===== config.mk =====
export PLATFORM = sky130hd
export DESIGN_NAME = filter_core
export DESIGN_NICKNAME = d
export VERILOG_FILES = /design/src/bpf_pkg.sv /design/src/filter_core.sv
export SDC_FILE = /design/constraint.sdc
export NUM_CORES = 1
export LEC_CHECK = 0
export ABC_AREA = 1
export BUFFER_PORTS_ARGS = -buffer_cell sky130_fd_sc_hd__buf_2
export CAP_MARGIN = 20
export CORE_ASPECT_RATIO = 0.8
export CORE_MARGIN = 3
export CORE_UTILIZATION = 45
export DETAILED_ROUTE_END_ITERATION = 8
export GPL_TIMING_DRIVEN = 0
export PLACE_DENSITY_LB_ADDON = 0.15
export SETUP_SLACK_MARGIN = 0.2
export SKIP_LAST_GASP = 1
export SLEW_MARGIN = 20
export SYNTH_ARGS = -nofsm -noshare
export SYNTH_HDL_FRONTEND = slang
export SYNTH_SLANG_ARGS = --single-unit

===== constraint.sdc =====
create_clock -name clk -period 7.41 [get_ports clk]
set_input_delay 0.741 -clock clk [delete_from_list [all_inputs] [get_ports clk]]
set_output_delay 0.741 -clock clk [all_outputs]
set_load 0.01 [all_outputs]

===== src/bpf_pkg.sv =====
`default_nettype none

package bpf_pkg;

	// memory sizes
	localparam int CODE_ADDR_W = 10;                // 1024 instructions
	localparam int INSN_W      = 64;                // opcode, jt, jf, k
	localparam int PKT_ADDR_W  = 8;                 // byte address into packet buffer
	localparam int PKT_DEPTH   = 2**PKT_ADDR_W;     // 256 byte frame store

	// instruction word layout, msb first
	localparam int OPC_W  = 16;
	localparam int OFF_W  = 8;                      // jt / jf width
	localparam int K_W    = 32;
	localparam int OPC_LSB = 48;
	localparam int JT_LSB  = 40;
	localparam int JF_LSB  = 32;

	// instruction class, opcode bits 2:0
	localparam logic [2:0] CLS_LD  = 3'h0;
	localparam logic [2:0] CLS_LDX = 3'h1;
	localparam logic [2:0] CLS_JMP = 3'h5;
	localparam logic [2:0] CLS_RET = 3'h6;

	// load size, opcode bits 4:3
	localparam logic [1:0] SIZE_H = 2'h1;           // halfword, big endian
	localparam logic [1:0] SIZE_B = 2'h2;

	// load mode, opcode bits 7:5
	localparam logic [2:0] MODE_ABS = 3'h1;         // [k]
	localparam logic [2:0] MODE_IND = 3'h2;         // [x + k]
	localparam logic [2:0] MODE_MSH = 3'h5;         // x = 4 * ([k] & 0xf)

	// jump operation, opcode bits 7:4
	localparam logic [3:0] JOP_JEQ  = 4'h1;
	localparam logic [3:0] JOP_JSET = 4'h4;

	// operand source, opcode bit 3
	localparam logic SRC_K = 1'b0;                  // immediate
	localparam logic SRC_A = 1'b1;                  // accumulator, ret only here

	// filter core states
	localparam int ST_W = 3;
	localparam logic [ST_W-1:0] ST_IDLE  = 3'd0;
	localparam logic [ST_W-1:0] ST_FETCH = 3'd1;
	localparam logic [ST_W-1:0] ST_WAIT  = 3'd2;
	localparam logic [ST_W-1:0] ST_EXEC  = 3'd3;
	localparam logic [ST_W-1:0] ST_LOAD  = 3'd4;

	// the 16 bit opcode seen as a load or as a jump/return
	typedef union packed {
		struct packed {
			logic [7:0] rsvd;
			logic [2:0] mode;
			logic [1:0] size;
			logic [2:0] cls;
		} ld;
		struct packed {
			logic [7:0] rsvd;
			logic [3:0] op;
			logic       src;
			logic [2:0] cls;
		} jmp;
	} bpf_opcode_t;

endpackage

`default_nettype wire


===== src/filter_core.sv =====
`default_nettype none
`timescale 1ns/10ps

module filter_core
	import bpf_pkg::*;
(
	input  wire                    clk,
	input  wire                    rst,
	input  wire                    pkt_ready,
	output logic [CODE_ADDR_W-1:0] insn_addr,
	input  wire  [INSN_W-1:0]      insn,
	output logic [PKT_ADDR_W-1:0]  rd_addr,
	output logic                   rd_half,
	input  wire  [15:0]            rd_data,
	input  wire                    rd_oob,
	output logic                   pkt_done,
	output logic                   verdict_valid,
	output logic [31:0]            verdict
);

	logic [ST_W-1:0]        state;
	logic [CODE_ADDR_W-1:0] pc;
	logic [31:0]            a_reg;            // accumulator
	logic [31:0]            x_reg;            // index register
	bpf_opcode_t            op;               // latched instruction fields
	logic [OFF_W-1:0]       jt;
	logic [OFF_W-1:0]       jf;
	logic [K_W-1:0]         k;

	logic [31:0]            ld_addr;
	logic                   ld_legal;
	logic                   jmp_legal;
	logic                   jmp_take;
	logic [CODE_ADDR_W:0]   jmp_off;
	logic [CODE_ADDR_W:0]   pc_inc;           // msb set means ran off the end
	logic [CODE_ADDR_W:0]   pc_jmp;
	logic                   halt;             // program ends this cycle
	logic [31:0]            halt_val;

	assign insn_addr = pc;                    // code ram answers in WAIT
	assign pkt_done  = verdict_valid;

	// packet read port follows the latched load
	assign ld_addr = (op.ld.mode == MODE_IND) ? x_reg + k : k;
	assign rd_addr = ld_addr[PKT_ADDR_W-1:0];
	assign rd_half = (op.ld.size == SIZE_H);

	// ldx only knows msh byte loads
	assign ld_legal = (op.ld.cls == CLS_LDX) ?
		(op.ld.mode == MODE_MSH && op.ld.size == SIZE_B) :
		((op.ld.mode == MODE_ABS || op.ld.mode == MODE_IND) &&
		 (op.ld.size == SIZE_H || op.ld.size == SIZE_B));

	assign jmp_legal = (op.jmp.op == JOP_JEQ || op.jmp.op == JOP_JSET) && (op.jmp.src == SRC_K);
	assign jmp_take  = (op.jmp.op == JOP_JSET) ? |(a_reg & k) : (a_reg == k);
	assign jmp_off   = {{(CODE_ADDR_W+1-OFF_W){1'b0}}, jmp_take ? jt : jf};
	assign pc_inc    = {1'b0, pc} + 1'b1;
	assign pc_jmp    = pc_inc + jmp_off;      // pc + 1 + jt/jf

	// every way out of the program, with its return value
	always_comb begin
		halt     = 1'b0;
		halt_val = '0;
		if (state == ST_EXEC) begin
			case (op.ld.cls)
				CLS_LD, CLS_LDX: halt = !ld_legal || (|ld_addr[31:PKT_ADDR_W]);
				CLS_JMP:         halt = !jmp_legal || pc_jmp[CODE_ADDR_W];
				CLS_RET: begin
					halt     = 1'b1;
					halt_val = (op.jmp.src == SRC_A) ? a_reg : k;
				end
				default:         halt = 1'b1; // unsupported class, drop
			endcase
		end else if (state == ST_LOAD) begin
			halt = rd_oob || pc_inc[CODE_ADDR_W]; // short frame drops like bpf
		end
	end

	always_ff @(posedge clk) begin
		if (rst) begin
			state         <= ST_IDLE;
			verdict_valid <= 1'b0;
		end else begin
			verdict_valid <= 1'b0;
			if (halt) begin
				verdict       <= halt_val;
				verdict_valid <= 1'b1;
				state         <= ST_IDLE;
			end else begin
				case (state)
					ST_IDLE: begin
						// ready drops a cycle after done, skip that cycle
						if (pkt_ready && !verdict_valid) begin
							pc    <= '0;
							a_reg <= '0;
							x_reg <= '0;
							state <= ST_FETCH;
						end
					end
					ST_FETCH: state <= ST_WAIT;
					ST_WAIT: begin
						op    <= insn[OPC_LSB +: OPC_W];
						jt    <= insn[JT_LSB +: OFF_W];
						jf    <= insn[JF_LSB +: OFF_W];
						k     <= insn[K_W-1:0];
						state <= ST_EXEC;
					end
					ST_EXEC: begin
						if (op.jmp.cls == CLS_JMP) begin
							pc    <= pc_jmp[CODE_ADDR_W-1:0];
							state <= ST_FETCH;
						end else begin
							state <= ST_LOAD; // buffer read in flight
						end
					end
					ST_LOAD: begin
						if (op.ld.cls == CLS_LDX) begin
							x_reg <= {26'b0, rd_data[3:0], 2'b00}; // ip header length
						end else begin
							a_reg <= {16'b0, rd_data};
						end
						pc    <= pc_inc[CODE_ADDR_W-1:0];
						state <= ST_FETCH;
					end
					default: state <= ST_IDLE;
				endcase
			end
		end
	end

endmodule

`default_nettype wire


==> summary.md, run 1 <==
| Metric | Value |
|---|---|
| Status | `finished, final reports clean` |
| Flops & latches, synth | `122` |
| Mapped Cells | `686` |
| Power per cell area | `266 nW/um^2` |
| Number of remaining DRC errors | `0` |
| Die H | `114 microns` |
| Max incr delay on CP | `0.71 ns` |
| Sequential share of the synthesized area | `0.550` |
| CP dominant cell by count | `nand2_1` |
| CP arrival | `5.18 ns` |
| Via count | `5359` |
| Antenna Nets Post-Route | `0` |
| Drt via density | `5.21` |
| Worst-margin pin slew | `0.869 ns` |
| R2r endpoint | `insn_addr[7]$_DFFE_PP_` |
| First-pass GRT wire length | `26.4 mm` |
| Dpl cell area | `7570 sq um` |
| Fill count | `1221` |
| Initial antenna violation count | `0` |
| Final Max Tran Viols | `0` |
| Min-Delay Path Depth | `1` |
| Asr flop ratio synth | `0` |
| Clock skew | `0.00905 ns` |
| Setup ws final | `2.27 ns` |
| CORE AREA | `13900 sq um` |
| Crit Path Class | `flop to flop` |
| Routed Wire Length | `16.5 mm` |
| EDFF count, synth | `118` |
| Final setup fails | `0` |
| Final Util | `0.581` |
| Top cell type's share of synthesized area | `0.538` |
| Setup TNS | `0 ns` |
| H-tree depth | `4` |
| Post-Syn Area | `6590 sq um` |
| Cts bufs inserted | `17` |
| Unique masters post-synth | `39` |
| CTS root buf | `clkbuf_16` |
| Gr usage total | `0.212` |
| Hold_buf cts | `0` |
| Slew margin rel. | `0.415` |
| Crit Path Max Fanout | `10` |
| Clock-pin transition on the worst setup and hold timing paths | `0.06 ns` |
| RSZ-0062 raised after global routing | `false` |
| Post-detail-place hpwl | `12.8 mm` |
| LEAKAGE | `3.54 nW` |
| N_diodes | `0` |
| WL/cell | `16.0 microns` |
| Top-count cell post-synth | `nand2_1` |
| Dominant synthesized flop cell | `edfxtp_1` |
| Avg Cell Area, Syn | `9.60 sq um` |
| Gr ovfl total | `0` |
| Final GP Congestion | `0.907` |
| Tmin final | `5.14 ns` |
| Synth area leader | `edfxtp_1` |
| Worst-Skew Late Latency | `0.42 ns` |
| Synth top cells by count | `nand2_1, edfxtp_1, nor2_1` |
| CTS tree | `done` |
| Worst r2r path cells | `20` |
| Initial DRC Count | `379` |
| Postcts setup bufs | `0` |
| CP cell instances | `ha_1 > nor4_1 > nand4_1 > o21ai_1 > mux2_2 > ha_1 > fa_1 > nand2_1 > nand3_1 > o21ai_0 > o31ai_1 > nand2_1 > inv_1 > nand2_1 > nand3_1 > nand2_1 > inv_1 > nand2_4 > nand3_2 > nor2_1` |
| Input/output buffers | `128` |
| Reg-to-Reg Start | `k[8]$_DFFE_PP_` |
| Worst min-delay path startpoint | `insn[34]` |
| R2r setup slk | `2.27 ns` |
| Critical path's slowest cell | `o21ai_1` |
| WHS Endpoint | `jf[2]$_DFFE_PP_` |
| Post-cts resize count | `0` |
| Area delta synth->final | `22.8%` |
| Period Utilization, post-route | `0.693` |
| Multi-input gate area | `2580 sq um` |
| FP Rows | `38` |
| Die area | `16100 sq um` |
| Clk buf depth | `2` |
| First drt pass iteration count | `5` |
| Layout cell share with drive strength beyond 1 | `0.234` |
| Delay-heaviest family, CP | `simple AND/OR/NAND/NOR gates` |
| Post-synthesis net count | `803` |
| Clock sinks | `122` |
| Die Wd | `141 microns` |
| Initial core utilization | `0.473` |
| Place WS | `2.23 ns` |
| Vias in the first global route | `5259` |
| IR drop worst, VDD | `0.000208 V` |
| Largest net degree at the start of global routing | `28` |
| Critical Path RT | `7.45 ns` |
| Synth area leaders | `edfxtp_1, nand2_1, ha_1, nor2_1, inv_1` |
| CP Buf/Inv Count | `2` |
| Top Ports | `137` |
| Final #Nets | `954` |
| Synth warn | `0` |
| Reg area | `3620 sq um` |
| Worst setup SP type | `flop` |
| Critical path capture point type | `flop` |
| Worst Hold Class | `input pin to flop` |
| Fmax | `195 MHz` |
| Max-Cap Viols | `0` |
| Final Hold Violating Endpoints | `0` |
| Fin area | `8090 sq um` |
-- worst register-to-register path: cells and delay by family (launching register included) --
family | cells | cell delay, ns
adder cells (fa/ha/maj) | 3 | 0.85
flip-flops | 1 | 0.50
buffers and inverters | 2 | 0.11
AO/OA/AOI/OAI | 3 | 1.04
AND/OR/NAND/NOR | 11 | 1.81
multiplexers | 1 | 0.43
-- power by group --
| group | leakage, nW | switching, W | total [W] | internal (W) |
|---|---|---|---|---|
| Sequential | 1.13 | 0.0000750 | 0.000943 | 0.000868 |
| Combinational | 2.16 | 0.000299 | 0.000480 | 0.000181 |
| Clock | 0.250 | 0.000283 | 0.000731 | 0.000448 |
-- cell usage in the layout (no fill, tap or decap), types with 5 or more instances in the layout --
| master | n |
|---|---|
| nand3_1 | 31 |
| nand2_2 | 8 |
| nor2_2 | 9 |
| xnor2_1 | 5 |
| clkinv_1 | 5 |
| inv_1 | 92 |
| mux2_2 | 8 |
| nor4_1 | 13 |
| clkbuf_1 | 10 |
| xor2_1 | 9 |
| buf_2 | 128 |
| nand2_1 | 144 |
| nor2_1 | 93 |
| o21ai_0 | 20 |
| ha_1 | 31 |
| nand4_1 | 19 |
| clkbuf_16 | 17 |
| a21oi_1 | 25 |
| edfxtp_1 | 118 |
| nor3_1 | 5 |
-- metrics by stage --
| stage | instances | power [W] | hold WS (ns) |
|---|---|---|---|
| finish | 1029 | 0.00215 | 0.489 |
| global route | 1029 | 0.00228 | 0.473 |
| CTS | 1029 | 0.00217 | 0.475 |
| detailed placement | 998 | 0.00143 | 0.583 |
| global placement | 994 | 0.00139 | 0.564 |
| floorplan | 686 | 0.00125 | 0.541 |
-- layout make-up --
class,instances,area share
inverter,94,0.0436
clock buffer,19,0.0535
sequential,122,0.448
buffer,11,0.00650
tap,180,0.0278
clock inverter,12,0.0104
multi-input combinational,459,0.319
timing repair buffer,132,0.0912
-- routing by layer --
layer	vias to the layer above	share of wire	track usage
met5	-	0	0
met4	0	0.016	0.0639
met3	23	0.081	0.0618
met2	222	0.45	0.328
met1	2480	0.46	0.293
li1	2634	-	-
-- worst max-delay path by stage --
| stage | startpoint | slack [ns] | cells past startpoint | endpoint |
|---|---|---|---|---|
| after floorplan | k[12]$_DFFE_PP_ | 1.34 | 20 | jf[0]$_DFFE_PP_ |
| after global placement | k[8]$_DFFE_PP_ | -0.44 | 20 | jf[3]$_DFFE_PP_ |
| after detailed placement | k[8]$_DFFE_PP_ | 2.23 | 20 | insn_addr[3]$_DFFE_PP_ |
| after CTS | k[8]$_DFFE_PP_ | 2.23 | 20 | insn_addr[2]$_DFFE_PP_ |
| after global routing | k[15]$_DFFE_PP_ | 1.90 | 20 | insn_addr[0]$_DFFE_PP_ |
| final | k[8]$_DFFE_PP_ | 2.27 | 20 | insn_addr[7]$_DFFE_PP_ |
-- cell families after synthesis --
| family | synth area share |
|---|---|
| adder cells (fa/ha/maj) | 0.0649 |
| flip-flops | 0.550 |
| XOR/XNOR | 0.0186 |
| multiplexers | 0.0137 |
| buffers and inverters | 0.0615 |
| AO/OA/AOI/OAI | 0.0537 |
| AND/OR/NAND/NOR | 0.238 |
Note: power is estimated with default switching activity, not from simulation.
==> inputs of run 2 (changes only) <==
Settings changed: ABC_AREA 1 to 0.
Clock period 7.41 ns to 4.47 ns, I/O delays scaled along.
==> run 2 against run 1 <==
Against the previous run:
- the flow now finishes with violations (negative setup slack)
- final area increased by 2.3%
- sequential power increased by 45%
- global-route usage decreased by 1.1 points
- routed wire length decreased by 6.6%
- maximum frequency increased by 14%
- sequential cell count unchanged
- final cell count decreased by 16%
- critical endpoint is now insn_addr[1]$_DFFE_PP_
==> summary.md, run 2 <==
| Metric | Value |
|---|---|
| Clk pwr share | `0.392 (was 0.339)` |
| CORE AREA | `13100 sq um (was 13900 sq um)` |
| CTS tree | `done (unchanged)` |
| Top cell type's share of synthesized area | `0.572 (was 0.538)` |
| CP cell instances | `ha_1 > nor4_2 > nand4_1 > nor4_4 > mux2i_4 > mux2_4 > ha_4 > fa_2 > a21oi_2 > nor2_1 > nor2_2 > o21ai_4 > o41ai_4 > o41a_1 > a31oi_4 > a211oi_4 > buf_4 > buf_12 (was ha_1 > nor4_1 > nand4_1 > o21ai_1 > mux2_2 > ha_1 > fa_1 > nand2_1 > nand3_1 > o21ai_0 > o31ai_1 > nand2_1 > inv_1 > nand2_1 > nand3_1 > nand2_1 > inv_1 > nand2_4 > nand3_2 > nor2_1)` |
| Die H | `111 microns (was 114 microns)` |
| Fin area | `8280 sq um (was 8090 sq um)` |
| Sequential share of the synthesized area | `0.585 (was 0.550)` |
| Clk buf depth | `2 (unchanged)` |
| Worst-margin pin slew | `0.897 ns (was 0.869 ns)` |
| N_diodes | `0 (unchanged)` |
| Clock-pin transition on the worst setup and hold timing paths | `0.06 ns (about the same)` |
| LEAKAGE | `3.33 nW (was 3.54 nW)` |
| RSZ-0062 raised after global routing | `true (was false)` |
| Fmax | `221 MHz (was 195 MHz)` |
| Post-detail-place hpwl | `11.1 mm (was 12.8 mm)` |
| Hold_buf cts | `0 (unchanged)` |
| Area delta synth->final | `33.7% (was 22.8%)` |
| First drt pass iteration count | `6 (was 5)` |
| Die area | `15200 sq um (was 16100 sq um)` |
| Final Hold Violating Endpoints | `0 (unchanged)` |
| Vias in the first global route | `4472 (was 5259)` |
| Uppermost layer routed | `met4 (unchanged)` |
| Worst setup SP type | `flop (unchanged)` |
| Final GP Congestion | `0.876 (was 0.907)` |
| FP Rows | `37 (was 38)` |
| Cts bufs inserted | `17 (unchanged)` |
| Drt via density | `5.40 (was 5.21)` |
| IR drop worst, VDD | `0.000269 V (was 0.000208 V)` |
| Avg Cell Area, Syn | `12.6 sq um (was 9.60 sq um)` |
| Fill count | `1053 (was 1221)` |
| Max-Cap Viols | `0 (unchanged)` |
| Dpl cell area | `7280 sq um (was 7570 sq um)` |
| CP Buf/Inv Count | `2 (unchanged)` |
| Commonest cells after routing, fill and taps aside | `buf_2, edfxtp_1, nor2_1, nand2_1, ha_1 (was nand2_1, buf_2, edfxtp_1, nor2_1, inv_1)` |
| Internal power | `0.00220 W (was 0.00150 W)` |
| Critical Path RT | `4.61 ns (was 7.45 ns)` |
| Asr flop ratio synth | `0 (unchanged)` |
| Period Utilization, post-route | `1.01 (was 0.693)` |
| Clock skew | `0.00849 ns (was 0.00905 ns)` |
| Combinational share of power | `0.140 (was 0.223)` |
| Power share of the sequential group | `0.468 (was 0.438)` |
| Worst-Skew Late Latency | `0.41 ns (was 0.42 ns)` |
| Synth warn | `0 (unchanged)` |
| Power per cell area | `353 nW/um^2 (was 266 nW/um^2)` |
| Top Ports | `137 (unchanged)` |
| H-tree depth | `4 (unchanged)` |
| Met2 wire len | `7.10 mm (was 7.35 mm)` |
| Tmin final | `4.52 ns (was 5.14 ns)` |
| Critical path capture point type | `flop (unchanged)` |
| Reg area | `3620 sq um (unchanged)` |
| Gr ovfl total | `0 (unchanged)` |
| WHS | `0.205 ns (was 0.489 ns)` |
| Dominant synthesized flop cell | `edfxtp_1 (unchanged)` |
| First-pass GRT wire length | `23.2 mm (was 26.4 mm)` |
| Crit Path Class | `flop to flop (unchanged)` |
| Initial DRC Count | `442 (was 379)` |
| Clock sinks | `122 (unchanged)` |
| Status | `finished, violations left (was finished, final reports clean)` |
| Critical path's slowest cell | `edfxtp_1 (was o21ai_1)` |
| Slew margin rel. | `0.401 (was 0.415)` |
| Final setup fails | `43 (was 0)` |
| Most common cell after layout, fill and taps aside | `buf_2 (was nand2_1)` |
| Initial core utilization | `0.471 (was 0.473)` |
| Number of remaining DRC errors | `0 (unchanged)` |
| Crit Path Max Fanout | `7 (was 10)` |
| Unique masters post-synth | `60 (was 39)` |
| Synth area leader | `edfxtp_1 (unchanged)` |
| Final #Nets | `793 (was 954)` |
| Worst Hold Class | `input pin to flop (unchanged)` |
| Failing checks | `negative setup slack` |
| Antenna Nets Post-Route | `0 (unchanged)` |
| Metal-1 WL | `7.05 mm (was 7.57 mm)` |
| Initial antenna violation count | `0 (unchanged)` |
| Place WS | `-1.17 ns (was 2.23 ns)` |
| Delay-heaviest family, CP | `simple AND/OR/NAND/NOR gates (unchanged)` |
| Mapped Cells | `491 (was 686)` |
| Post-synthesis net count | `608 (was 803)` |
| Max incr delay on CP | `0.48 ns (was 0.71 ns)` |
| Top-count cell post-synth | `edfxtp_1 (was nand2_1)` |
| Sw Share | `0.248 (was 0.305)` |
| Post-Syn Area | `6190 sq um (was 6590 sq um)` |
| Final Max Tran Viols | `0 (unchanged)` |
| EDFF count, synth | `118 (unchanged)` |
| Setup ws final | `-0.0505 ns (was 2.27 ns)` |
| Tot Pwr | `0.00292 W (was 0.00215 W)` |
| CTS root buf | `clkbuf_16 (unchanged)` |
| Flops & latches, synth | `122 (unchanged)` |
| WL/cell | `17.9 microns (was 16.0 microns)` |
| CP arrival | `4.66 ns (was 5.18 ns)` |
| Multi-input gate area | `2720 sq um (was 2580 sq um)` |
| Via count | `4656 (was 5359)` |
| Input/output buffers | `127 (was 128)` |
| Layout cell share with drive strength beyond 1 | `0.354 (was 0.234)` |
| Die Wd | `137 microns (was 141 microns)` |
| Synth area leaders | `edfxtp_1, ha_1, mux2i_1, xnor2_1, nor2_1 (was edfxtp_1, nand2_1, ha_1, nor2_1, inv_1)` |
| Largest net degree at the start of global routing | `17 (was 28)` |
| Psw | `0.000725 W (was 0.000658 W)` |
| Synth top cells by count | `edfxtp_1, nor2_1, nand2_1 (was nand2_1, edfxtp_1, nor2_1)` |
| Gr usage total | `0.202 (was 0.212)` |
| Final Util | `0.630 (was 0.581)` |
| Routed Wire Length | `15.4 mm (was 16.5 mm)` |
| DR WL met3 | `1.05 mm (was 1.34 mm)` |
## run 2: repair_timing
item                                    4_1_cts  5_1_grt
pin swaps                                     9        8
resized for setup                            12       17
buffers inserted                             17       13
cloned                                        2        1
endpoints found under the setup margin       68       68
## run 2: logic make-up after synthesis
family,Yosys count,share of synthesized area
xor+xnor,30,0.0424
mux,31,0.0519
fa+ha+maj,33,0.0691
simple gates,186,0.164
buf+inv,31,0.0232
compound gates,58,0.0638
flops,122,0.585
## run 2: path summary, 6_finish.rpt
| kind | depth (start not counted) | end | start | slack (ns) |
|---|---|---|---|---|
| worst max-delay path | 18 | insn_addr[1]$_DFFE_PP_ | k[6]$_DFFE_PP_ | -0.05 |
| worst min-delay path | 1 | jf[5]$_DFFE_PP_ | insn[37] | 0.20 |
| worst max register to register | 18 | insn_addr[1]$_DFFE_PP_ | k[6]$_DFFE_PP_ | -0.05 |
| worst min register to register | 2 | state[0]$_SDFFE_PP0N_ | state[1]$_SDFFE_PP0N_ | 0.58 |
## run 2: area by class of cell
cell class / instances / area share
clock buffers: 17 / 0.0514
multi-input cells: 338 / 0.328
well taps: 175 / 0.0264
plain buffers: 16 / 0.0106
flip-flops and latches: 122 / 0.438
inverters: 15 / 0.00680
clock inverters: 13 / 0.00771
repair buffers: 166 / 0.131
## run 2: metal layers
| metal | GRT usage | up-vias |
|---|---|---|
| met5 | 0 | - |
| met2 | 0.307 | 158 |
| li1 | - | 2234 |
| met4 | 0.0618 | 0 |
| met3 | 0.0544 | 17 |
| met1 | 0.282 | 2247 |
## run 2: power by group through the flow
| stage | Combinational (W) | Sequential [W] | Clock, W |
|---|---|---|---|
| global placement | 0.000301 | 0.00139 | 0 |
| detailed placement | 0.000324 | 0.00139 | 0 |
| global route | 0.000446 | 0.00137 | 0.00122 |
| floorplan | 0.000202 | 0.00138 | 0 |
| finish | 0.000410 | 0.00137 | 0.00115 |
| CTS | 0.000378 | 0.00137 | 0.00117 |
## run 2: stage by stage
| step | setup TNS, ns | cells |
|---|---|---|
| CTS | -4.75 | 848 |
| detailed placement | -52.61 | 799 |
| floorplan | -9.02 | 491 |
| global route | -13.99 | 862 |
| global placement | -145.01 | 793 |
| finish | -1.57 | 862 |
