**src/bpf_pkg.sv**
```systemverilog
`default_nettype none

package bpf_pkg;

	// memory sizes
	localparam int CODE_ADDR_W = 10;                // 1024 instructions
	localparam int INSN_W      = 64;                // opcode, jt, jf, k
	localparam int PKT_ADDR_W  = 8;                 // byte address into packet buffer
	localparam int PKT_DEPTH   = 2**PKT_ADDR_W;     // 256 byte frame store

	// instruction word layout, msb first
	localparam int OPC_W  = 16;
	localparam int OFF_W  = 8;                      // jt / jf width
	localparam int K_W    = 32;
	localparam int OPC_LSB = 48;
	localparam int JT_LSB  = 40;
	localparam int JF_LSB  = 32;

	// instruction class, opcode bits 2:0
	localparam logic [2:0] CLS_LD  = 3'h0;
	localparam logic [2:0] CLS_LDX = 3'h1;
	localparam logic [2:0] CLS_JMP = 3'h5;
	localparam logic [2:0] CLS_RET = 3'h6;

	// load size, opcode bits 4:3
	localparam logic [1:0] SIZE_H = 2'h1;           // halfword, big endian
	localparam logic [1:0] SIZE_B = 2'h2;

	// load mode, opcode bits 7:5
	localparam logic [2:0] MODE_ABS = 3'h1;         // [k]
	localparam logic [2:0] MODE_IND = 3'h2;         // [x + k]
	localparam logic [2:0] MODE_MSH = 3'h5;         // x = 4 * ([k] & 0xf)

	// jump operation, opcode bits 7:4
	localparam logic [3:0] JOP_JEQ  = 4'h1;
	localparam logic [3:0] JOP_JSET = 4'h4;

	// operand source, opcode bit 3
	localparam logic SRC_K = 1'b0;                  // immediate
	localparam logic SRC_A = 1'b1;                  // accumulator, ret only here

	// filter core states
	localparam int ST_W = 3;
	localparam logic [ST_W-1:0] ST_IDLE  = 3'd0;
	localparam logic [ST_W-1:0] ST_FETCH = 3'd1;
	localparam logic [ST_W-1:0] ST_WAIT  = 3'd2;
	localparam logic [ST_W-1:0] ST_EXEC  = 3'd3;
	localparam logic [ST_W-1:0] ST_LOAD  = 3'd4;

	// the 16 bit opcode seen as a load or as a jump/return
	typedef union packed {
		struct packed {
			logic [7:0] rsvd;
			logic [2:0] mode;
			logic [1:0] size;
			logic [2:0] cls;
		} ld;
		struct packed {
			logic [7:0] rsvd;
			logic [3:0] op;
			logic       src;
			logic [2:0] cls;
		} jmp;
	} bpf_opcode_t;

endpackage

`default_nettype wire

```
**src/packet_ingress.sv**
```systemverilog
`default_nettype none
`timescale 1ns/10ps

module packet_ingress
	import bpf_pkg::*;
(
	input  wire                   clk,
	input  wire                   rst,
	input  wire                   pkt_valid,
	input  wire  [7:0]            pkt_data,
	input  wire                   pkt_last,
	input  wire                   pkt_done,    // verdict issued, buffer free
	output logic                  pkt_credit,
	output logic                  wr_en,
	output logic [PKT_ADDR_W-1:0] wr_addr,
	output logic [7:0]            wr_data,
	output logic                  pkt_ready,
	output logic [PKT_ADDR_W:0]   pkt_len
);

	logic [PKT_ADDR_W:0] byte_cnt;             // write pointer of the frame in flight
	logic [PKT_ADDR_W:0] cnt_nx;
	logic                buf_full;
	logic                credit_due;           // first credit after reset

	assign buf_full = (byte_cnt == PKT_DEPTH); // extra bytes fall on the floor
	assign cnt_nx   = buf_full ? byte_cnt : byte_cnt + 1'b1;

	assign wr_en   = pkt_valid & ~buf_full;    // written in the cycle presented
	assign wr_addr = byte_cnt[PKT_ADDR_W-1:0];
	assign wr_data = pkt_data;

	always_ff @(posedge clk) begin
		if (rst) begin
			byte_cnt   <= '0;
			pkt_ready  <= 1'b0;
			pkt_credit <= 1'b0;
			credit_due <= 1'b1;
		end else begin
			pkt_credit <= credit_due | pkt_done; // one credit = one buffer
			credit_due <= 1'b0;
			if (pkt_valid) begin
				if (pkt_last) begin
					byte_cnt  <= '0;     // restart for the next frame
					pkt_ready <= 1'b1;
				end else begin
					byte_cnt <= cnt_nx;
				end
			end
			if (pkt_done) begin
				pkt_ready <= 1'b0;
			end
		end
	end

	// length of the held frame, stable while pkt_ready
	always_ff @(posedge clk) begin
		if (pkt_valid && pkt_last) begin
			pkt_len <= cnt_nx;
		end
	end

endmodule

`default_nettype wire

```
**config.mk**
```make
export PLATFORM = sky130hd
export DESIGN_NAME = packet_ingress
export DESIGN_NICKNAME = d
export VERILOG_FILES = /design/src/bpf_pkg.sv /design/src/packet_ingress.sv
export SDC_FILE = /design/constraint.sdc
export NUM_CORES = 1
export LEC_CHECK = 0
export BUFFER_PORTS_ARGS = -buffer_cell sky130_fd_sc_hd__buf_4
export CORE_ASPECT_RATIO = 1.4
export CORE_UTILIZATION = 43
export CTS_CLUSTER_SIZE = 10
export DETAILED_ROUTE_END_ITERATION = 10
export PLACE_DENSITY = 0.71
export SLEW_MARGIN = 20
export SYNTH_ARGS = -nofsm -noshare
export SYNTH_HDL_FRONTEND = slang
export SYNTH_SLANG_ARGS = --single-unit
```
**constraint.sdc**
```tcl
create_clock -name clk -period 2.8 [get_ports clk]
set_input_delay 0 -clock clk [delete_from_list [all_inputs] [get_ports clk]]
set_output_delay 0 -clock clk [all_outputs]
set_load 0.02 [all_outputs]
```
==> reports/results.ini, run 1 <==
[floorplan]
die-height_um = 62.48
io_pins = 41
dieArea_um2 = 2824
fp.dieW_um = 45.20
rows = 21
initial_core_util = 0.4598
coreArea_um2 = 2444

[global_routing]
grt_start_max_net_pins = 16
grt_overflow = 0
grt_pass1_vias = 777
grt_pass1_wl_um = 3394
grt_use_total = 0.1600
antenna_found_initial = 0

[setup_path]
crit_required_ns = 2.87
cpMaxStageDelayCell = dfxtp_1
crit_fanout = 9
cp_slowest_stage_delay_ns = 0.40
timing.critical_path.buf_inv = 1
reg2reg_slack_ns = 1.08
setup.worst_path.start_class = register
cp_data_arrival_time_ns = 1.79
crit_family = flip-flops
end_kind = register
critical_path_class = reg -> reg
crit_chain = inv_1, ha_1, nor4b_2, a21oi_1, mux2_2

[synth]
synth-xor-area-share = 0.05457
ys_warn_count = 0
yosys.cell_types.count = 30
muxShareOfSynthArea = 0.01002
ys_seq_elements = 21
synth-compound-area-share = 0.1058
synth.cell_area_um2 = 1124
syn_area_per_cell_um2 = 9.686
syn_nets = 131
synthArstFlopShare = 0
ys.flop_type = dfxtp_1
synth_adder_area_share = 0.02227
ys_seq_area_frac = 0.4543
syn_inst = 116
synth_top_family_by_area = simple AND/OR/NAND/NOR gates
synth_edf_count = 9
synth_simple_gate_area_share = 0.2049

[cells_and_area]
final_cell_mix = buf_4, dfxtp_1, edfxtp_1, nand2_1, nor2_1
utilization = 0.5192
area_delta_synth_final_pct = 12.92
layout_commonest_cell = buf_4
diodes = 0
drive_gt1_frac = 0.2422
fin_cells = 162
layout.nets = 144

[power]
powerDensity_nw_per_um2 = 417.1
peakVddDrop_uv = 213.1
cellLeakagePower_nw = 0.4927
p_total_w = 0.0005292

[place]
dp_hpwl_um = 1443
finalWeightedCongestion = 0.8431
placedCellCount = 154
port_buffers = 24

[timing]
finalSetupViolations = 0
finClkSkew_ns = 0.001771
fin_crit_sh = 0.6149
grt_setup_unrepaired = false
timing.fmax_ghz = 0.5808
worstMarginPinSlew_ns = 0.4516
final_max_slew_viol_count = 0
max-slew-margin-rel = 0.6982
min_period_ns = 1.722
hold_viol_final = 0
tns_ns = 0

[cts]
cts_tree = yes
htreeDepth = 1
clock-sinks = 21
numCtsBuffers = 3
clockBufferDepth = 2
clkTransAtPathRegs_ns = 0.11
cts_root_buf = clkbuf_4
ctsHoldBuffers = 4
clkLatencyLatePin_ns = 0.30
cts_resized = 0
postCtsSetupBuffers = 0

[detailed_routing]
wl_um = 2045
drtPass1Iterations = 4
via_per_inst = 5.253
ant_nets = 0
drcViolationCount = 0
num_vias = 851
wl_per_cell_um = 12.62
drt_first_iter_violations = 29

[worst_hold_path]
min_path_type = in -> out

[outcome]
status = finished, final reports clean

[run]
drv_cap = 0

[kinds of logic (layout without fill, tap and decap cells)]
group | after synthesis | after routing
flops | 21 | 21
compound gates | 20 | 20
buf+inv | 26 | 38
fa+ha+maj | 2 | 2
xor+xnor | 7 | 7
mux | 1 | 1
simple gates | 39 | 39
[where the power goes]
part / total (W) / internal (W) / leakage (nW) / switching, W
Sequential: 0.000331 / 0.000326 / 0.184 / 0.00000448
Combinational: 0.0000561 / 0.0000235 / 0.294 / 0.0000326
Clock: 0.000142 / 0.0000557 / 0.0150 / 0.0000866
Total: 0.000529 / 0.000406 / 0.493 / 0.000124
[worst paths after layout]
path / startpoint / to / cells past startpoint
worst max-delay path: byte_cnt[0]$_SDFFE_PP0P_ / pkt_len[2]$_DFFE_PP_ / 5
worst min-delay path: pkt_data[5] / wr_data[5] / 0
worst max register to register: byte_cnt[0]$_SDFFE_PP0P_ / pkt_len[2]$_DFFE_PP_ / 5
worst min register to register: credit_due$_DFF_P_ / pkt_credit$_SDFF_PP0_ / 2
[area by class of cell]
class / count / area, um2
clock buffer: 4 / 26.28
fill: 242 / 1175
inverter: 6 / 22.52
multi-input combinational: 69 / 446.7
sequential: 21 / 510.5
tap: 34 / 42.54
timing repair buffer: 28 / 220.2
[metal layers]
metal | up-vias | track usage | share of wire
met1 | 402 | 0.1918 | 0.40
met3 | 7 | 0.02023 | 0.040
met2 | 23 | 0.2572 | 0.54
li1 | 419 | - | -
met4 | 0 | 0.1023 | 0.026
met5 | - | 0 | 0
[synthesized netlist by cell type, types with 2 or more instances]
cell      instances  share of area
inv_1             6          0.020
nor2_1            7          0.023
xnor2_1           3          0.023
o21ai_0           6          0.027
ha_1              2          0.022
xor2_1            4          0.031
a31oi_1           5          0.028
nor3_1            2         0.0089
clkbuf_1          2         0.0067
nand3b_1          2          0.013
or3_1             3          0.017
dfxtp_1          12           0.21
nand4_1           2          0.011
or4_1             4          0.027
buf_4            16           0.11
nand2_1           8          0.027
nor2b_1           3          0.017
nor4b_2           2          0.027
edfxtp_1          9           0.24
nand3_1           3          0.013
a21oi_1           6          0.027
[metrics by stage]
step                worst slack (ns)  instance area [um2]  hold slack, ns
floorplan                      1.258                 1124         0.02772
global placement               1.193                 1202       0.0001367
detailed placement             1.102                 1202       0.0001367
CTS                            1.075                 1269       0.0001367
global route                  0.9648                 1269      0.00003167
finish                         1.078                 1269     0.000008840
[flip-flops by register name (all words and copies together), names as in the netlist]
| register | count |
|---|---|
| pkt_ready | 1 |
| pkt_credit | 1 |
| byte_cnt | 9 |
| pkt_len | 9 |
| credit_due | 1 |
(Power assumes the default switching activity.)
==> inputs of run 2 (changes only) <==
- clock period: 2.8 -> 1.8 ns (I/O delays scaled with it)
==> run 2 against run 1 <==
Effect of this change:
- first-iteration DRC count decreased by 21%
- non-clock buffer count increased by 2
- final cell count up 1.2%
- via count down 0.47%
- highest routed layer unchanged
- critical endpoint unchanged
- combinational power rose by 57%
==> reports/results.ini, run 2 (synthesis results as in run 1) <==
[floorplan]
rows = 21  ; unchanged
dieArea_um2 = 2824  ; unchanged
die-height_um = 62.48  ; unchanged
initial_core_util = 0.4598  ; unchanged
io_pins = 41  ; unchanged
coreArea_um2 = 2444  ; unchanged
fp.dieW_um = 45.20  ; unchanged

[timing]
finClkSkew_ns = 0.004372  ; was 0.001771 ns
setup_slack_ns = 0.1299  ; was 1.078 ns
timing.fmax_ghz = 0.5988  ; was 0.5808 GHz
fin_crit_sh = 0.9278  ; was 0.6149
fin_hold_ws_ns = 0.000008829  ; was 0.000008840 ns
max-slew-margin-rel = 0.7154  ; was 0.6982
finalSetupViolations = 0  ; unchanged
min_period_ns = 1.670  ; was 1.722 ns
grt_setup_unrepaired = false  ; unchanged
final_max_slew_viol_count = 0  ; unchanged
worstMarginPinSlew_ns = 0.4258  ; was 0.4516 ns
tns_ns = 0  ; unchanged
hold_viol_final = 0  ; unchanged

[detailed_routing]
num_vias = 847  ; was 851
drtPass1Iterations = 4  ; unchanged
wl_per_cell_um = 13.07  ; was 12.62 um
wl_um = 2143  ; was 2045 um
via_per_inst = 5.165  ; was 5.253
ant_nets = 0  ; unchanged
drt_first_iter_violations = 23  ; was 29
drcViolationCount = 0  ; unchanged

[setup_path]
r2r-end = pkt_len[2]$_DFFE_PP_  ; unchanged
startpoint = byte_cnt[0]$_SDFFE_PP0P_  ; unchanged
reg2reg_slack_ns = 0.13  ; was 1.08 ns
crit_required_ns = 1.88  ; was 2.87 ns
critical_path_class = reg -> reg  ; unchanged
r2r_start = byte_cnt[0]$_SDFFE_PP0P_  ; unchanged
end_kind = register  ; unchanged
crit_fanout = 9  ; unchanged
endpoint = pkt_len[2]$_DFFE_PP_  ; unchanged
cp_data_arrival_time_ns = 1.75  ; was 1.79 ns
reg2reg_depth = 5  ; unchanged
setup.worst_path.start_class = register  ; unchanged

[place]
port_buffers = 24  ; unchanged
dp_hpwl_um = 1448  ; was 1443 um
postPlaceCellArea_um2 = 1217  ; was 1202 um2
finalWeightedCongestion = 0.8541  ; was 0.8431
pre_cts_ws_ns = 0.1010  ; was 1.102 ns

[cts]
clkTransAtPathRegs_ns = 0.11  ; about the same
clockBufferDepth = 2  ; unchanged
numCtsBuffers = 3  ; unchanged
cts_tree = yes  ; unchanged
postCtsSetupBuffers = 0  ; unchanged
clock-sinks = 21  ; unchanged
clkLatencyLatePin_ns = 0.31  ; was 0.30 ns
cts_root_buf = clkbuf_4  ; unchanged
htreeDepth = 1  ; unchanged

[global_routing]
grtUsageMet1 = 0.2185  ; was 0.1918
grt_start_max_net_pins = 16  ; unchanged
antenna_found_initial = 0  ; unchanged
grt_overflow = 0  ; unchanged
grt-busiest-layer = met2  ; unchanged
grtUsageMet2 = 0.2754  ; was 0.2572
grt_pass1_vias = 759  ; was 777
grt_pass1_wl_um = 3629  ; was 3394 um
met3_usage = 0.01734  ; was 0.02023
grt_use_total = 0.1763  ; was 0.1600

[cells_and_area]
multiInputGateArea_um2 = 449.2  ; was 446.7 um2
largest_registers = byte_cnt (9), pkt_len (9)  ; unchanged
drive_gt1_frac = 0.2769  ; was 0.2422
final_area_um2 = 1289  ; was 1269 um2
final_cell_mix = buf_4, dfxtp_1, edfxtp_1, nand2_1, nor2_1  ; unchanged
seqCellArea_um2 = 513.0  ; was 510.5 um2
fillers = 232  ; was 242
utilization = 0.5274  ; was 0.5192
area_delta_synth_final_pct = 14.70  ; was 12.92%
layout_commonest_cell = buf_4  ; unchanged
layout.nets = 146  ; was 144
diodes = 0  ; unchanged

[worst_hold_path]
min_path_type = in -> out  ; unchanged

[power]
cellLeakagePower_nw = 0.5016  ; was 0.4927 nW
powerDensity_nw_per_um2 = 644.7  ; was 417.1 nW/um2
p_int_w = 0.0006317  ; was 0.0004056 W
switchingPower_w = 0.0001991  ; was 0.0001236 W
p_seq_frac = 0.621  ; was 0.625
peakVddDrop_uv = 473.4  ; was 213.1 uV
switching_share = 0.2397  ; was 0.2336
p_comb_frac = 0.106  ; about the same
power_frac_clock = 0.274  ; was 0.269

[outcome]
status = finished, final reports clean  ; unchanged

[run]
drv_cap = 0  ; unchanged

==> run 2: timing repair <==
action | CTS | global route
endpoints found under the setup margin | 0 | 3
hold buffers | 4 | 0
hold endpoints to repair | 10 | 0
resized for setup | 0 | 3
==> run 2: critical path, stage by stage, from the launching register on <==
cell,delay [ns]
dfxtp_2,0.38
inv_1,0.11
ha_1,0.15
nor4b_2,0.37
a21oi_1,0.15
mux2_2,0.28
==> run 2: how the worst min path moves through the flow <==
stage                startpoint                 end  slack [ns]  cells after the start
finish              pkt_data[2]          wr_data[2]    0.000009                      0
global route        pkt_data[0]          wr_data[0]     0.00003                      0
CTS                 pkt_data[7]          wr_data[7]      0.0001                      0
detailed placement  pkt_data[7]          wr_data[7]      0.0001                      0
global placement    pkt_data[7]          wr_data[7]      0.0001                      0
floorplan                   rst  credit_due$_DFF_P_        0.03                      0
==> run 2: area by class of cell <==
type,count,area share
inverters,6,0.01748
flip-flops and latches,21,0.3981
repair buffers,30,0.1825
multi-input cells,69,0.3485
well taps,34,0.03301
clock buffers,4,0.02039
==> run 2: stage by stage <==
| stage | instances | total power, W |
|---|---|---|
| 6_report | 164 | 0.0008308 |
| 5_1_grt | 164 | 0.0008706 |
| 4_1_cts | 164 | 0.0008401 |
| 3_5_place_dp | 156 | 0.0006074 |
| 3_3_place_gp | 156 | 0.0006057 |
| 2_1_floorplan | 116 | 0.0005981 |
==> run 2: power groups by stage <==
stage          sequential, W  combinational [W]  clock (W)
2_1_floorplan       0.000536          0.0000618          0
6_report            0.000516          0.0000878   0.000227
4_1_cts             0.000515          0.0000882   0.000237
5_1_grt             0.000518          0.0000951   0.000258
3_5_place_dp        0.000526          0.0000815          0
3_3_place_gp        0.000525          0.0000810          0
==> run 2: routing by layer <==
layer / routed length, um / share of wire / vias to the layer above
met5: 0 / 0 / -
met4: 68 / 0.032 / 0
met3: 98 / 0.046 / 7
met2: 1109 / 0.52 / 28
met1: 866 / 0.40 / 392
li1: - / - / 420
==> inputs of run 3 (changes only) <==
- CORE_ASPECT_RATIO: 1.4 -> 0.6
==> run 3 against run 2 <==
Effect of this change:
- core utilization rose by 3.1 points
- critical endpoint is now byte_cnt[0]$_SDFFE_PP0P_
- wire length rose by 5.1%
- die area increased by 0.14%
- via count up 2.0%
- global-route usage fell by 0.78 points
- clock power is 37% higher
- non-clock buffer count is 2 lower
- combinational power is 0.9% lower
- maximum frequency down 0.77%
==> reports/results.ini, run 3 (synthesis results as in run 1) <==
[place]
dp_hpwl_um = 1562  ; was 1448 um
port_buffers = 24  ; unchanged
finalWeightedCongestion = 0.8543  ; was 0.8541

[timing]
finalSetupViolations = 0  ; unchanged
finClkSkew_ns = 0.002537  ; was 0.004372 ns
max-slew-margin-rel = 0.6968  ; was 0.7154
grt_setup_unrepaired = false  ; unchanged
fin_crit_sh = 0.9351  ; was 0.9278
worstMarginPinSlew_ns = 0.4433  ; was 0.4258 ns
min_period_ns = 1.683  ; was 1.670 ns
hold_viol_final = 0  ; unchanged
final_max_slew_viol_count = 0  ; unchanged
tns_ns = 0  ; unchanged
timing.fmax_ghz = 0.5941  ; was 0.5988 GHz

[worst_hold_path]
hold_end = wr_data[4]  ; was wr_data[2]
min_path_type = in -> out  ; unchanged
holdPathStages = 0  ; unchanged
worstHoldStart = pkt_data[4]  ; was pkt_data[2]

[global_routing]
antenna_found_initial = 0  ; unchanged
grt_pass1_vias = 751  ; was 759
grt_start_max_net_pins = 16  ; unchanged
grt_use_total = 0.1685  ; was 0.1763
grt_pass1_wl_um = 3567  ; was 3629 um
grt_overflow = 0  ; unchanged

[floorplan]
rows = 13  ; was 21
initial_core_util = 0.4865  ; was 0.4598
fp.dieW_um = 67.99  ; was 45.20 um
io_pins = 41  ; unchanged
dieArea_um2 = 2828  ; was 2824 um2
die-height_um = 41.60  ; was 62.48 um
coreArea_um2 = 2310  ; was 2444 um2

[setup_path]
crit_chain = inv_1, ha_1, nor4b_4, a2111oi_0, nand3b_1  ; was inv_1, ha_1, nor4b_2, a21oi_1, mux2_2
end_kind = register  ; unchanged
r2r_start = byte_cnt[0]$_SDFFE_PP0P_  ; unchanged
reg2reg_slack_ns = 0.12  ; was 0.13 ns
cpMaxStageDelayCell = dfxtp_1  ; was dfxtp_2
critical_path_class = reg -> reg  ; unchanged
setup.worst_path.start_class = register  ; unchanged
crit_family = flip-flops  ; unchanged
timing.critical_path.buf_inv = 1  ; unchanged
reg2reg_depth = 5  ; unchanged
crit_fanout = 9  ; unchanged
r2r-end = byte_cnt[0]$_SDFFE_PP0P_  ; was pkt_len[2]$_DFFE_PP_
cp_data_arrival_time_ns = 1.89  ; was 1.75 ns
crit_required_ns = 2.00  ; was 1.88 ns
path_depth = 5  ; unchanged
cp_slowest_stage_delay_ns = 0.49  ; was 0.38 ns

[cts]
postCtsSetupBuffers = 0  ; unchanged
clockBufferDepth = 2  ; unchanged
cts_tree = yes  ; unchanged
cts_root_buf = clkbuf_8  ; was clkbuf_4
htreeDepth = 1  ; unchanged
numCtsBuffers = 3  ; unchanged
clkLatencyLatePin_ns = 0.26  ; was 0.31 ns
clkTransAtPathRegs_ns = 0.07  ; was 0.11 ns
clock-sinks = 21  ; unchanged

[power]
cellLeakagePower_nw = 0.5088  ; was 0.5016 nW
peakVddDrop_uv = 606.1  ; was 473.4 uV
powerDensity_nw_per_um2 = 707.9  ; was 644.7 nW/um2

[cells_and_area]
layout.nets = 144  ; was 146
utilization = 0.5580  ; was 0.5274
fillers = 210  ; was 232
layout_commonest_cell = buf_4  ; unchanged
diodes = 0  ; unchanged
area_delta_synth_final_pct = 14.70  ; unchanged
drive_gt1_frac = 0.2656  ; was 0.2769
final_cell_mix = buf_4, dfxtp_1, edfxtp_1, nand2_1, nor2_1  ; unchanged
largest_registers = byte_cnt (9), pkt_len (9)  ; unchanged

[outcome]
status = finished, final reports clean  ; unchanged

[detailed_routing]
via_per_inst = 5.468  ; was 5.165
ant_nets = 0  ; unchanged
drtPass1Iterations = 5  ; was 4
wl_per_cell_um = 14.25  ; was 13.07 um
drcViolationCount = 0  ; unchanged
num_vias = 864  ; was 847
drt_first_iter_violations = 82  ; was 23
wl_um = 2252  ; was 2143 um

[run]
drv_cap = 0  ; unchanged

## run 3: cell count changes in the layout (fill, tap and decap cells not counted), sizes merged
cell         previous run  this run
dlygate4sd3             4         2
## run 3: area by class of cell
cell class	count	area, um2	area share
timing repair buffer	28	215.2	0.1670
sequential	21	510.5	0.3961
clock buffer	4	45.04	0.03495
tap	30	37.54	0.02913
multi-input combinational	69	457.9	0.3553
inverter	6	22.52	0.01748
## run 3: metal layers
layer	part of all wire	up-vias	GRT usage
met5	0	-	0
met4	0.016	0	0.01667
met3	0.099	11	0.06593
met2	0.40	38	0.2176
met1	0.48	395	0.2659
li1	-	420	-
## run 3: metrics by stage
| step | hold WS, ns | instances | worst slack [ns] | cell area (um2) | power (W) |
|---|---|---|---|---|---|
| finish | 0.000008839 | 158 | 0.1169 | 1289 | 0.0009123 |
| floorplan | 0.02772 | 116 | 0.2582 | 1124 | 0.0005981 |
| global placement | 0.0001367 | 152 | 0.1979 | 1212 | 0.0006065 |
| detailed placement | 0.0001367 | 152 | 0.09417 | 1212 | 0.0006073 |
| global route | 0.00002926 | 158 | 0.01262 | 1289 | 0.0009451 |
| CTS | 0.0001367 | 158 | 0.06963 | 1277 | 0.0009141 |
## run 3: power by group
| part | leakage (nW) | total (W) | switching [W] | internal [W] |
|---|---|---|---|---|
| clock | 0.0228 | 0.000310 | 0.000152 | 0.000158 |
| sequential | 0.184 | 0.000515 | 0.00000753 | 0.000508 |
| combinational | 0.302 | 0.0000870 | 0.0000513 | 0.0000357 |
| total | 0.509 | 0.000912 | 0.000211 | 0.000701 |
## run 3: worst register-to-register path, delay by kind of cell (launching register included)
kind | cells | cell delay (ns)
and+or+nand+nor | 2 | 0.31
DFF | 1 | 0.49
AOI/OAI and AO/OA | 1 | 0.45
buffers and inverters | 1 | 0.14
adders and majority gates | 1 | 0.23
## run 3: worst max path at each step
stage	start	endpoint	slack, ns
detailed placement	byte_cnt[0]$_SDFFE_PP0P_	pkt_len[2]$_DFFE_PP_	0.09
finish	byte_cnt[0]$_SDFFE_PP0P_	byte_cnt[0]$_SDFFE_PP0P_	0.12
floorplan	byte_cnt[0]$_SDFFE_PP0P_	pkt_len[2]$_DFFE_PP_	0.26
global route	byte_cnt[1]$_SDFFE_PP0P_	byte_cnt[8]$_SDFFE_PP0P_	0.01
CTS	byte_cnt[0]$_SDFFE_PP0P_	pkt_len[2]$_DFFE_PP_	0.07
global placement	byte_cnt[0]$_SDFFE_PP0P_	pkt_len[2]$_DFFE_PP_	0.20
## run 3: repair_timing
item,CTS,global route
endpoints found under the hold margin,3,0
hold buffers,2,0
resized for setup,0,2
setup endpoints to repair,0,2
